`src/rv32i_frontend_cfg.svh`:
```
`ifndef RV32I_FRONTEND_CFG_SVH
`define RV32I_FRONTEND_CFG_SVH

// number of entries in the instruction queue.
`define FRONTEND_QUEUE_DEPTH 6

// address of the first fetch after reset.
`define FRONTEND_RESET_PC 32'h0000_0000

`endif

```
`src/rv32i_frontend_pkg.sv`:
```
// shared types of the instruction front end.
package rv32i_frontend_pkg;

    // one word carries an instruction, a pc or an immediate.
    typedef logic [31:0] rv32i_word;

    // decoded instruction classes that are handed to the back end.
    typedef enum logic [3:0] {
        OP_LUI     = 4'd0,
        OP_AUIPC   = 4'd1,
        OP_JAL     = 4'd2,
        OP_JALR    = 4'd3,
        OP_BRANCH  = 4'd4,
        OP_LOAD    = 4'd5,
        OP_STORE   = 4'd6,
        OP_IMM     = 4'd7,
        OP_REG     = 4'd8,
        OP_FENCE   = 4'd9,
        OP_SYSTEM  = 4'd10,
        OP_ILLEGAL = 4'd15  // any opcode that is not listed above.
    } opcode_e;

    // states of the instruction memory handshake.
    typedef enum logic [1:0] {
        FETCH_IDLE,         // no request out.
        FETCH_WAIT_ACK,     // imem_req is high and waits for imem_ack.
        FETCH_WAIT_RELEASE  // imem_req is low and waits for imem_ack to fall.
    } fetch_state_e;

    // states of the back-end handshake.
    typedef enum logic [1:0] {
        DEC_IDLE,
        DEC_WAIT_ACK,
        DEC_WAIT_RELEASE
    } decode_state_e;

endpackage
```
`src/decode_stage.sv`:
```
`timescale 1ns/1ps

// pops one entry at a time, decodes it and offers it to the back end.
module decode_stage (
    input  logic                          clk,
    input  logic                          rst_n,
    input  logic                          valid_out,
    input  rv32i_frontend_pkg::rv32i_word inst_out,
    input  rv32i_frontend_pkg::rv32i_word pc_out,
    input  rv32i_frontend_pkg::rv32i_word pc_next_out,
    input  logic                          pred_out,
    output logic                          pop,
    output logic                          dec_req,
    input  logic                          dec_ack,
    output rv32i_frontend_pkg::rv32i_word dec_pc,
    output rv32i_frontend_pkg::rv32i_word dec_pc_next,
    output logic                          dec_pred,
    output rv32i_frontend_pkg::opcode_e   dec_opcode,
    output logic [4:0]                    dec_rd,
    output logic [4:0]                    dec_rs1,
    output logic [4:0]                    dec_rs2,
    output rv32i_frontend_pkg::rv32i_word dec_imm
);

    rv32i_frontend_pkg::decode_state_e state;
    rv32i_frontend_pkg::opcode_e       op_class;
    rv32i_frontend_pkg::rv32i_word     imm;
    rv32i_frontend_pkg::rv32i_word     i_imm;
    rv32i_frontend_pkg::rv32i_word     s_imm;
    rv32i_frontend_pkg::rv32i_word     b_imm;
    rv32i_frontend_pkg::rv32i_word     u_imm;
    rv32i_frontend_pkg::rv32i_word     j_imm;

    // a new item is taken only when idle and the previous ack is gone.
    assign pop = (state == rv32i_frontend_pkg::DEC_IDLE) && valid_out && !dec_ack;

    // all immediate formats, sign-extended from bit 31.
    assign i_imm = {{20{inst_out[31]}}, inst_out[31:20]};
    assign s_imm = {{20{inst_out[31]}}, inst_out[31:25], inst_out[11:7]};
    assign b_imm = {{20{inst_out[31]}}, inst_out[7], inst_out[30:25], inst_out[11:8], 1'b0};
    assign u_imm = {inst_out[31:12], 12'h000};
    assign j_imm = {{12{inst_out[31]}}, inst_out[19:12], inst_out[20], inst_out[30:21], 1'b0};

    always_comb begin
        case (inst_out[6:0])                         // major opcode.
            7'b0110111: op_class = rv32i_frontend_pkg::OP_LUI;
            7'b0010111: op_class = rv32i_frontend_pkg::OP_AUIPC;
            7'b1101111: op_class = rv32i_frontend_pkg::OP_JAL;
            7'b1100111: op_class = rv32i_frontend_pkg::OP_JALR;
            7'b1100011: op_class = rv32i_frontend_pkg::OP_BRANCH;
            7'b0000011: op_class = rv32i_frontend_pkg::OP_LOAD;
            7'b0100011: op_class = rv32i_frontend_pkg::OP_STORE;
            7'b0010011: op_class = rv32i_frontend_pkg::OP_IMM;
            7'b0110011: op_class = rv32i_frontend_pkg::OP_REG;
            7'b0001111: op_class = rv32i_frontend_pkg::OP_FENCE;
            7'b1110011: op_class = rv32i_frontend_pkg::OP_SYSTEM;
            default:    op_class = rv32i_frontend_pkg::OP_ILLEGAL;
        endcase
    end

    // the class picks the immediate format.
    always_comb begin
        case (op_class)
            rv32i_frontend_pkg::OP_LUI,
            rv32i_frontend_pkg::OP_AUIPC:  imm = u_imm;
            rv32i_frontend_pkg::OP_JAL:    imm = j_imm;
            rv32i_frontend_pkg::OP_BRANCH: imm = b_imm;
            rv32i_frontend_pkg::OP_STORE:  imm = s_imm;
            rv32i_frontend_pkg::OP_JALR,
            rv32i_frontend_pkg::OP_LOAD,
            rv32i_frontend_pkg::OP_IMM,
            rv32i_frontend_pkg::OP_FENCE,
            rv32i_frontend_pkg::OP_SYSTEM: imm = i_imm;
            default:                       imm = '0;  // register ops and illegal words.
        endcase
    end

    // the result is loaded once on pop and holds through the handshake.
    always_ff @(posedge clk) begin
        if (pop) begin
            dec_pc      <= pc_out;
            dec_pc_next <= pc_next_out;
            dec_pred    <= pred_out;
            dec_opcode  <= op_class;
            dec_rd      <= inst_out[11:7];
            dec_rs1     <= inst_out[19:15];
            dec_rs2     <= inst_out[24:20];
            dec_imm     <= imm;
        end
    end

    always_ff @(posedge clk or negedge rst_n) begin
        if (!rst_n) begin
            state   <= rv32i_frontend_pkg::DEC_IDLE;
            dec_req <= 1'b0;
        end else begin
            case (state)
                rv32i_frontend_pkg::DEC_IDLE: begin
                    if (pop) begin
                        dec_req <= 1'b1;            // rises the cycle after the pop.
                        state   <= rv32i_frontend_pkg::DEC_WAIT_ACK;
                    end
                end
                rv32i_frontend_pkg::DEC_WAIT_ACK: begin
                    if (dec_ack) begin
                        dec_req <= 1'b0;
                        state   <= rv32i_frontend_pkg::DEC_WAIT_RELEASE;
                    end
                end
                rv32i_frontend_pkg::DEC_WAIT_RELEASE: begin
                    if (!dec_ack) begin
                        state <= rv32i_frontend_pkg::DEC_IDLE;
                    end
                end
                default: state <= rv32i_frontend_pkg::DEC_IDLE;
            endcase
        end
    end

endmodule

```
`src/fetch_unit.sv`:
```
`timescale 1ns/1ps
`include "rv32i_frontend_cfg.svh"

// fetches one word at a time over a four-phase req/ack handshake.
// every word gets a static prediction (backward taken, forward not taken).
module fetch_unit (
    input  logic                          clk,
    input  logic                          rst_n,
    output logic                          imem_req,
    output rv32i_frontend_pkg::rv32i_word imem_addr,
    input  logic                          imem_ack,
    input  rv32i_frontend_pkg::rv32i_word imem_rdata,
    input  logic                          ready,
    output logic                          push,
    output rv32i_frontend_pkg::rv32i_word push_inst,
    output rv32i_frontend_pkg::rv32i_word push_pc,
    output rv32i_frontend_pkg::rv32i_word push_pc_next,
    output logic                          push_pred,
    input  logic                          redirect_valid,
    input  rv32i_frontend_pkg::rv32i_word redirect_pc
);

    rv32i_frontend_pkg::fetch_state_e state;
    rv32i_frontend_pkg::rv32i_word    fetch_pc;     // address of the next request.
    logic                             discard;      // the request in flight is stale.
    logic                             capture;      // ack seen while waiting for it.
    logic                             keep;         // the captured word goes to the queue.
    logic [6:0]                       rdata_opc;
    logic                             is_jal;
    logic                             is_back_br;
    logic                             pred_taken;
    rv32i_frontend_pkg::rv32i_word    j_imm;
    rv32i_frontend_pkg::rv32i_word    b_imm;
    rv32i_frontend_pkg::rv32i_word    pred_target;

    assign capture = (state == rv32i_frontend_pkg::FETCH_WAIT_ACK) && imem_ack;
    assign keep    = !(discard || redirect_valid);  // a redirect in the capture cycle also drops it.

    // the predictor looks at the returned word directly.
    assign rdata_opc  = imem_rdata[6:0];
    assign j_imm      = {{12{imem_rdata[31]}}, imem_rdata[19:12], imem_rdata[20],
                         imem_rdata[30:21], 1'b0};
    assign b_imm      = {{20{imem_rdata[31]}}, imem_rdata[7], imem_rdata[30:25],
                         imem_rdata[11:8], 1'b0};
    assign is_jal     = (rdata_opc == 7'b1101111);
    assign is_back_br = (rdata_opc == 7'b1100011) && imem_rdata[31];  // sign bit means backward.
    assign pred_taken = is_jal || is_back_br;

    always_comb begin
        if (is_jal) begin
            pred_target = imem_addr + j_imm;
        end else if (is_back_br) begin
            pred_target = imem_addr + b_imm;
        end else begin
            pred_target = imem_addr + 32'd4;  // jalr and forward branches fall through.
        end
    end

    // imem_addr holds until the next request, so it is the pc of the pushed word.
    assign push_pc = imem_addr;

    always_ff @(posedge clk or negedge rst_n) begin
        if (!rst_n) begin
            state     <= rv32i_frontend_pkg::FETCH_IDLE;
            imem_req  <= 1'b0;
            imem_addr <= `FRONTEND_RESET_PC;
            fetch_pc  <= `FRONTEND_RESET_PC;
            discard   <= 1'b0;
            push      <= 1'b0;
        end else begin
            push <= 1'b0;                     // push is a single-cycle pulse.
            if (redirect_valid) begin
                fetch_pc <= redirect_pc;      // restart at the new pc.
            end
            case (state)
                rv32i_frontend_pkg::FETCH_IDLE: begin
                    // a redirect in this cycle delays the request by one cycle.
                    if (!imem_ack && ready && !redirect_valid) begin
                        imem_req  <= 1'b1;
                        imem_addr <= fetch_pc;
                        discard   <= 1'b0;
                        state     <= rv32i_frontend_pkg::FETCH_WAIT_ACK;
                    end
                end
                rv32i_frontend_pkg::FETCH_WAIT_ACK: begin
                    if (redirect_valid) begin
                        discard <= 1'b1;      // finish the handshake but drop its data.
                    end
                    if (imem_ack) begin
                        imem_req <= 1'b0;
                        push     <= keep;
                        if (keep) begin
                            fetch_pc <= pred_target;  // follow the predicted path.
                        end
                        state <= rv32i_frontend_pkg::FETCH_WAIT_RELEASE;
                    end
                end
                rv32i_frontend_pkg::FETCH_WAIT_RELEASE: begin
                    if (!imem_ack) begin
                        state <= rv32i_frontend_pkg::FETCH_IDLE;
                    end
                end
                default: state <= rv32i_frontend_pkg::FETCH_IDLE;
            endcase
        end
    end

    // the captured word and its prediction wait here for the push cycle.
    always_ff @(posedge clk) begin
        if (capture) begin
            push_inst    <= imem_rdata;
            push_pc_next <= pred_target;
            push_pred    <= pred_taken;
        end
    end

endmodule

```
`src/instruction_queue.sv`:
```
`timescale 1ns/1ps
`include "rv32i_frontend_cfg.svh"

// shifting register queue between fetch and decode.
// new entries go in at index 0 and the oldest sits at head-1.
module instruction_queue #(
    parameter int num_entry = `FRONTEND_QUEUE_DEPTH
) (
    input  logic                          clk,
    input  logic                          rst_n,
    input  logic                          flush,
    output logic                          ready,
    input  logic                          push,
    input  rv32i_frontend_pkg::rv32i_word push_inst,
    input  rv32i_frontend_pkg::rv32i_word push_pc,
    input  rv32i_frontend_pkg::rv32i_word push_pc_next,
    input  logic                          push_pred,
    input  logic                          pop,
    output logic                          valid_out,
    output rv32i_frontend_pkg::rv32i_word inst_out,
    output rv32i_frontend_pkg::rv32i_word pc_out,
    output rv32i_frontend_pkg::rv32i_word pc_next_out,
    output logic                          pred_out
);

    localparam int entry_w = 97;                     // pc_next, pc, pred and inst.
    localparam int head_w  = $clog2(num_entry + 1);

    logic [entry_w-1:0] regs [num_entry];
    logic [entry_w-1:0] data_in;
    logic [entry_w-1:0] head_entry;
    logic [head_w-1:0]  head;                        // number of valid entries.
    logic [head_w-1:0]  rd_idx;
    logic               push_ok;
    logic               pop_ok;

    assign data_in   = {push_pc_next, push_pc, push_pred, push_inst};
    assign ready     = (head < head_w'(num_entry));
    assign valid_out = (head != '0);
    assign push_ok   = push && ready;                // a push into a full queue is dropped.
    assign pop_ok    = pop && valid_out;
    assign rd_idx    = head - 1'b1;

    // head fields come straight from storage and read zero when empty.
    assign head_entry  = valid_out ? regs[rd_idx] : '0;
    assign inst_out    = head_entry[31:0];
    assign pred_out    = head_entry[32];
    assign pc_out      = head_entry[64:33];
    assign pc_next_out = head_entry[96:65];

    // every push moves all entries one place up.
    always_ff @(posedge clk) begin
        if (push_ok) begin
            regs[0] <= data_in;
            for (int i = 1; i < num_entry; i++) begin
                regs[i] <= regs[i-1];
            end
        end
    end

    // a push together with a pop leaves the count as it is.
    always_ff @(posedge clk or negedge rst_n) begin
        if (!rst_n) begin
            head <= '0;
        end else if (flush) begin
            head <= '0;                              // storage stays, nothing is visible.
        end else if (push_ok && !pop_ok) begin
            head <= head + 1'b1;
        end else if (pop_ok && !push_ok) begin
            head <= head - 1'b1;
        end
    end

endmodule

```
`src/rv32i_frontend.sv`:
```
`timescale 1ns/1ps

// front end top level with fetch, queue and decode in a row.
module rv32i_frontend (
    input  logic                          clk,
    input  logic                          rst_n,
    output logic                          imem_req,
    output rv32i_frontend_pkg::rv32i_word imem_addr,
    input  logic                          imem_ack,
    input  rv32i_frontend_pkg::rv32i_word imem_rdata,
    input  logic                          redirect_valid,
    input  rv32i_frontend_pkg::rv32i_word redirect_pc,
    output logic                          dec_req,
    input  logic                          dec_ack,
    output rv32i_frontend_pkg::rv32i_word dec_pc,
    output rv32i_frontend_pkg::rv32i_word dec_pc_next,
    output logic                          dec_pred,
    output rv32i_frontend_pkg::opcode_e   dec_opcode,
    output logic [4:0]                    dec_rd,
    output logic [4:0]                    dec_rs1,
    output logic [4:0]                    dec_rs2,
    output rv32i_frontend_pkg::rv32i_word dec_imm
);

    logic                          ready;
    logic                          push;
    rv32i_frontend_pkg::rv32i_word push_inst;
    rv32i_frontend_pkg::rv32i_word push_pc;
    rv32i_frontend_pkg::rv32i_word push_pc_next;
    logic                          push_pred;
    logic                          pop;
    logic                          valid_out;
    rv32i_frontend_pkg::rv32i_word inst_out;
    rv32i_frontend_pkg::rv32i_word pc_out;
    rv32i_frontend_pkg::rv32i_word pc_next_out;
    logic                          pred_out;

    fetch_unit fetch_unit_i (
        .clk, .rst_n, .imem_req, .imem_addr, .imem_ack, .imem_rdata,
        .ready, .push, .push_inst, .push_pc, .push_pc_next, .push_pred,
        .redirect_valid, .redirect_pc
    );

    // a redirect empties the queue in the same cycle.
    instruction_queue instruction_queue_i (
        .clk, .rst_n, .flush(redirect_valid), .ready,
        .push, .push_inst, .push_pc, .push_pc_next, .push_pred,
        .pop, .valid_out, .inst_out, .pc_out, .pc_next_out, .pred_out
    );

    decode_stage decode_stage_i (
        .clk, .rst_n, .valid_out, .inst_out, .pc_out, .pc_next_out, .pred_out,
        .pop, .dec_req, .dec_ack, .dec_pc, .dec_pc_next, .dec_pred,
        .dec_opcode, .dec_rd, .dec_rs1, .dec_rs2, .dec_imm
    );

endmodule

```
`config.mk`:
```
export PLATFORM = sky130hd
export DESIGN_NAME = rv32i_frontend
export DESIGN_NICKNAME = d
export VERILOG_FILES = /design/src/rv32i_frontend_pkg.sv /design/src/decode_stage.sv /design/src/fetch_unit.sv /design/src/instruction_queue.sv /design/src/rv32i_frontend.sv
export VERILOG_INCLUDE_DIRS = /design/src /design/src/src
export SDC_FILE = /design/constraint.sdc
export NUM_CORES = 1
export LEC_CHECK = 0
export ABC_AREA = 1
export BUFFER_PORTS_ARGS = -buffer_cell sky130_fd_sc_hd__buf_2
export CELL_PAD_IN_SITES_DETAIL_PLACEMENT = 2
export CELL_PAD_IN_SITES_GLOBAL_PLACEMENT = 2
export CORE_AREA = 2 2 308 310
export DETAILED_ROUTE_END_ITERATION = 7
export DIE_AREA = 0 0 310 312
export GPL_ROUTABILITY_DRIVEN = 0
export PLACE_DENSITY_LB_ADDON = 0.2
export SLEW_MARGIN = 20
export SYNTH_ARGS = -nofsm -noshare
export SYNTH_HDL_FRONTEND = slang
export SYNTH_SLANG_ARGS = --single-unit
```
`constraint.sdc`:
```
create_clock -name clk -period 21.4 [get_ports clk]
set_input_delay 1.07 -clock clk [delete_from_list [all_inputs] [get_ports clk]]
set_output_delay 1.07 -clock clk [all_outputs]
set_load 0.01 [all_outputs]
```
==> key figures <==
Pwr
  – Sequential share of power: 0.371
  – Final Total Pwr: approximately 6300 uW
  – Power per cell area: between 100 and 150 nW/um2
  – Net Switching: 2640 uW
  – Maximum vdd drop: between 100 and 150 uV
  – Gate power share: 0.380
  – P_leak: 0.0160 uW
  – Int Power: about 3600 uW
  – Sw Share: 0.422
  – Clock power share: 0.249

Floorplanning
  – Starting density of the core: 0.397
  – Die W: around 310 um
  – Core area: 93000 um2
  – Die area: 96700 um2
  – Rows: 112
  – # IOs: 219
  – Die Ht: about 310 um

STA
  – RSZ-0062 raised after global routing: false
  – FMAX: ~190 MHz
  – Final Hold Viols: 0
  – Max_slew headroom: 0.195
  – Setup TNS: 0 ns
  – Tcrit/Tclk final: 0.247
  – Max Slew Vio Count: 0
  – Clock skew: 0.0311 ns
  – Min Hold Slack: 0.278 ns
  – Min Tclk post-route: ~5.3 ns
  – Final Setup Violations: 0
  – Worst setup margin: ~16 ns
  – Worst slew pin tran: ~1.2 ns

Cells and area
  – Final Cell Area: around 42000 um2
  – Area delta synth->final: 13.8%
  – Inserted Diodes: 0
  – Final net count: around 3700
  – Share of cells above drive strength 1: 0.127
  – Fillers: between 9000 and 10000

Placement
  – Post-DP HPWL: around 91000 um
  – I/O Buffers: between 200 and 250
  – Worst slack, placed: roughly 16 ns
  – Placed inst area: ~40000 um2

Route
  – Vias/cell: 5.65
  – Routed vias: 27600
  – # DRC: 0
  – TritonRoute pass-1 iters: 5
  – Starting DRT DRC Count: between 2000 and 2500
  – ANT nets after route: 0
  – Routed wire length: 135000 um
  – Routed wire per std cell: around 28 um

Worst setup path
  – Max stage delay on crit path: between 0.9 and 1 ns
  – WS Path Type: reg -> reg
  – Crit Path Max Fanout: between 150 and 200
  – WP buf/inv: 3
  – FF-to-FF End: instruction_queue_i.head[0]
  – Worst EP arrival: 5.83 ns
  – Reg2reg setup slack: roughly 16 ns
  – CP max stage cell: buf_4
  – Crit path max-delay family: buffers and inverters
  – Worst r2r src: instruction_queue_i.head[2]
  – Setup crit start kind: register
  – Required @ worst endpoint: approximately 22 ns
  – Worst reg2reg path depth: 9
  – Endpoint class of the critical path: register
  – CP Cell Sequence: nand2_1 -> and2_4 -> buf_12 -> buf_4 -> buf_12 -> nand2_1 -> nand3b_1 -> nand3_1 -> o21ai_0

Clocking
  – CTS tree: built
  – H-tree depth: 3
  – Clock slew at reported path FFs: around 0.070 ns
  – CTS Buffer Depth: 3
  – Num CTS Buffers: 92
  – Sink Count: around 840
  – Post-CTS sizing: 0
  – Worst skew pair latency: between 0.6 and 0.7 ns
  – CTS root buf: clkbuf_16
  – Setup Buffers After CTS: 0
  – CTS Hold Bufs: 0

Logic synthesis
  – Seq cells post-synth: between 800 and 900
  – Mapped cell area: 37000 um2
  – Sequential area share after synthesis: 0.670
  – Count of unique library cells instantiated by Yosys: between 50 and 60
  – Gate Count Post-Synth: between 3000 and 4000
  – Total nets after synthesis: around 3500
  – Avg Cell Area, Syn: roughly 11 um2
  – Ys Warns: 0

Hold path
  – Worst Hold Class: in -> async

GRT
  – Global route total overflow: 0
  – Global-route wire length before repair: around 200000 um
  – Antenna violations before repair: 9
  – Pin count of the biggest net entering global routing: 200
  – Vias in the first global route: 30100
  – Global Route Usage Sum: 0.278

Run status
  – Outcome: finished clean

Job
  – Max-cap violations: 0
[cell usage after synthesis, drive strengths merged]
cell,instances,area share
nand2,798,0.082
edfxtp,763,0.62
nor2,413,0.043
o21ai,290,0.039
inv,221,0.022
nand3,158,0.024
clkbuf,97,0.0099
o22ai,86,0.015
a311oi,80,0.020
a21oi,77,0.011
dfrtp,75,0.051
buf,59,0.010
ha,47,0.016
nand4,35,0.0059
nor3,33,0.0047
xor2,23,0.0054
o211ai,18,0.0037
a31oi,11,0.0020
and2,8,0.0014
or2,8,0.0014
a21boi,7,0.0014
nand3b,7,0.0014
o21bai,6,0.0012
xnor2,6,0.0014
a21o,5,0.0010
mux2i,5,0.0014
nor4,5,0.00085
o221ai,3,0.00071
o31ai,3,0.00061
a32oi,2,0.00047
clkinv,2,0.00020
fa,2,0.0011
o21a,2,0.00041
a31o,1,0.00024
and3,1,0.00017
nor2b,1,0.00017
nor3b,1,0.00020
o221a,1,0.00030
[metal layers]
| layer | up-vias | GRT usage | part of all wire | wire length, um |
|---|---|---|---|---|
| li1 | 12200 | - | - | - |
| met1 | 14300 | 0.356 | 0.41 | 55900 |
| met2 | 780 | 0.484 | 0.51 | 68600 |
| met3 | 226 | 0.0375 | 0.045 | 6080 |
| met4 | 8 | 0.0927 | 0.033 | 4460 |
| met5 | - | 0 | 0.00036 | 48 |
[worst register-to-register path, cell delays in order (launching register included)]
cell and delay [ns]:
dfrtp_1 0.46, nand2_1 0.18, and2_4 0.64, buf_12 0.80, buf_4 1.24, buf_12 0.86, nand2_1 0.43, nand3b_1 0.29
nand3_1 0.12, o21ai_0 0.16
[power by group through the flow]
stage / clock (uW) / combinational (uW) / sequential, uW
floorplan: 0 / 1400 / 2320
global placement: 0 / 2210 / 2330
detailed placement: 0 / 2340 / 2350
CTS: 1590 / 2380 / 2320
global route: 1640 / 2590 / 2330
finish: 1560 / 2380 / 2320
[how the worst max path moves through the flow]
stage	startpoint	end	slack (ns)	cells past startpoint
floorplan	instruction_queue_i.head[2]	instruction_queue_i.head[2]	5.40	6
global placement	instruction_queue_i.head[2]	instruction_queue_i.head[0]	16.64	9
detailed placement	instruction_queue_i.head[2]	instruction_queue_i.head[1]	16.24	9
CTS	instruction_queue_i.head[2]	instruction_queue_i.head[0]	16.13	9
global route	instruction_queue_i.head[2]	instruction_queue_i.head[0]	15.80	9
finish	instruction_queue_i.head[2]	instruction_queue_i.head[0]	16.11	9
[per-stage QoR]
step,utilization,cells
after CTS,0.452,4874
final,0.452,4874
after global routing,0.452,4874
after floorplan,-,3360
after global placement,0.422,4708
after detailed placement,0.422,4708
[registers in the layout (all words and copies together) (netlist names), 2 cells and up]
name                        cells
decode_stage_i.dec_imm         32
fetch_unit_i.push_pc_next      32
decode_stage_i.dec_pc          32
decode_stage_i.dec_rs2          5
instruction_queue_i.head        3
decode_stage_i.dec_rs1          5
fetch_unit_i.push_inst         32
decode_stage_i.dec_opcode       4
fetch_unit_i.state              2
instruction_queue_i.regs      582
decode_stage_i.dec_rd           5
decode_stage_i.state            2
fetch_unit_i.fetch_pc          32
decode_stage_i.dec_pc_next     32
fetch_unit_i.imem_addr         32
[layout make-up]
type / count / area (um2) / area share
clock inverter: 50 / 409 / 0.00972
sequential: 838 / 24800 / 0.589
multi-input combinational: 2143 / 10600 / 0.253
timing repair buffer: 250 / 1370 / 0.0326
clock buffer: 116 / 2460 / 0.0585
inverter: 223 / 847 / 0.0201
tap: 1254 / 1570 / 0.0373
[cells in the final DEF, fill, tap and decap left out, types with 12 or more instances in the layout]
cell / n
a21oi_1: 76
dfrtp_1: 74
ha_1: 46
edfxtp_1: 763
a311oi_1: 75
o22ai_1: 86
nor2_1: 400
inv_1: 207
clkinv_1: 20
xor2_1: 23
o211ai_1: 18
inv_2: 12
nand4_1: 35
o21ai_0: 273
clkinv_2: 18
clkbuf_16: 93
nor3_1: 31
buf_2: 217
o21ai_1: 15
nand2_1: 785
buf_4: 30
nand3_1: 143
nand3_2: 13
clkbuf_1: 18
[cell families (layout without fill, tap and decap cells)]
kind of cell,Yosys count,count (layout),share of synthesized area
multiplexers,5,5,0.00135
XOR/XNOR,29,29,0.00687
AND/OR/NAND/NOR,1468,1468,0.165
flip-flops,838,838,0.670
buffers and inverters,379,639,0.0427
AO/OA/AOI/OAI,592,592,0.0966
adder cells (fa/ha/maj),49,49,0.0170
(Power assumes the default switching activity.)
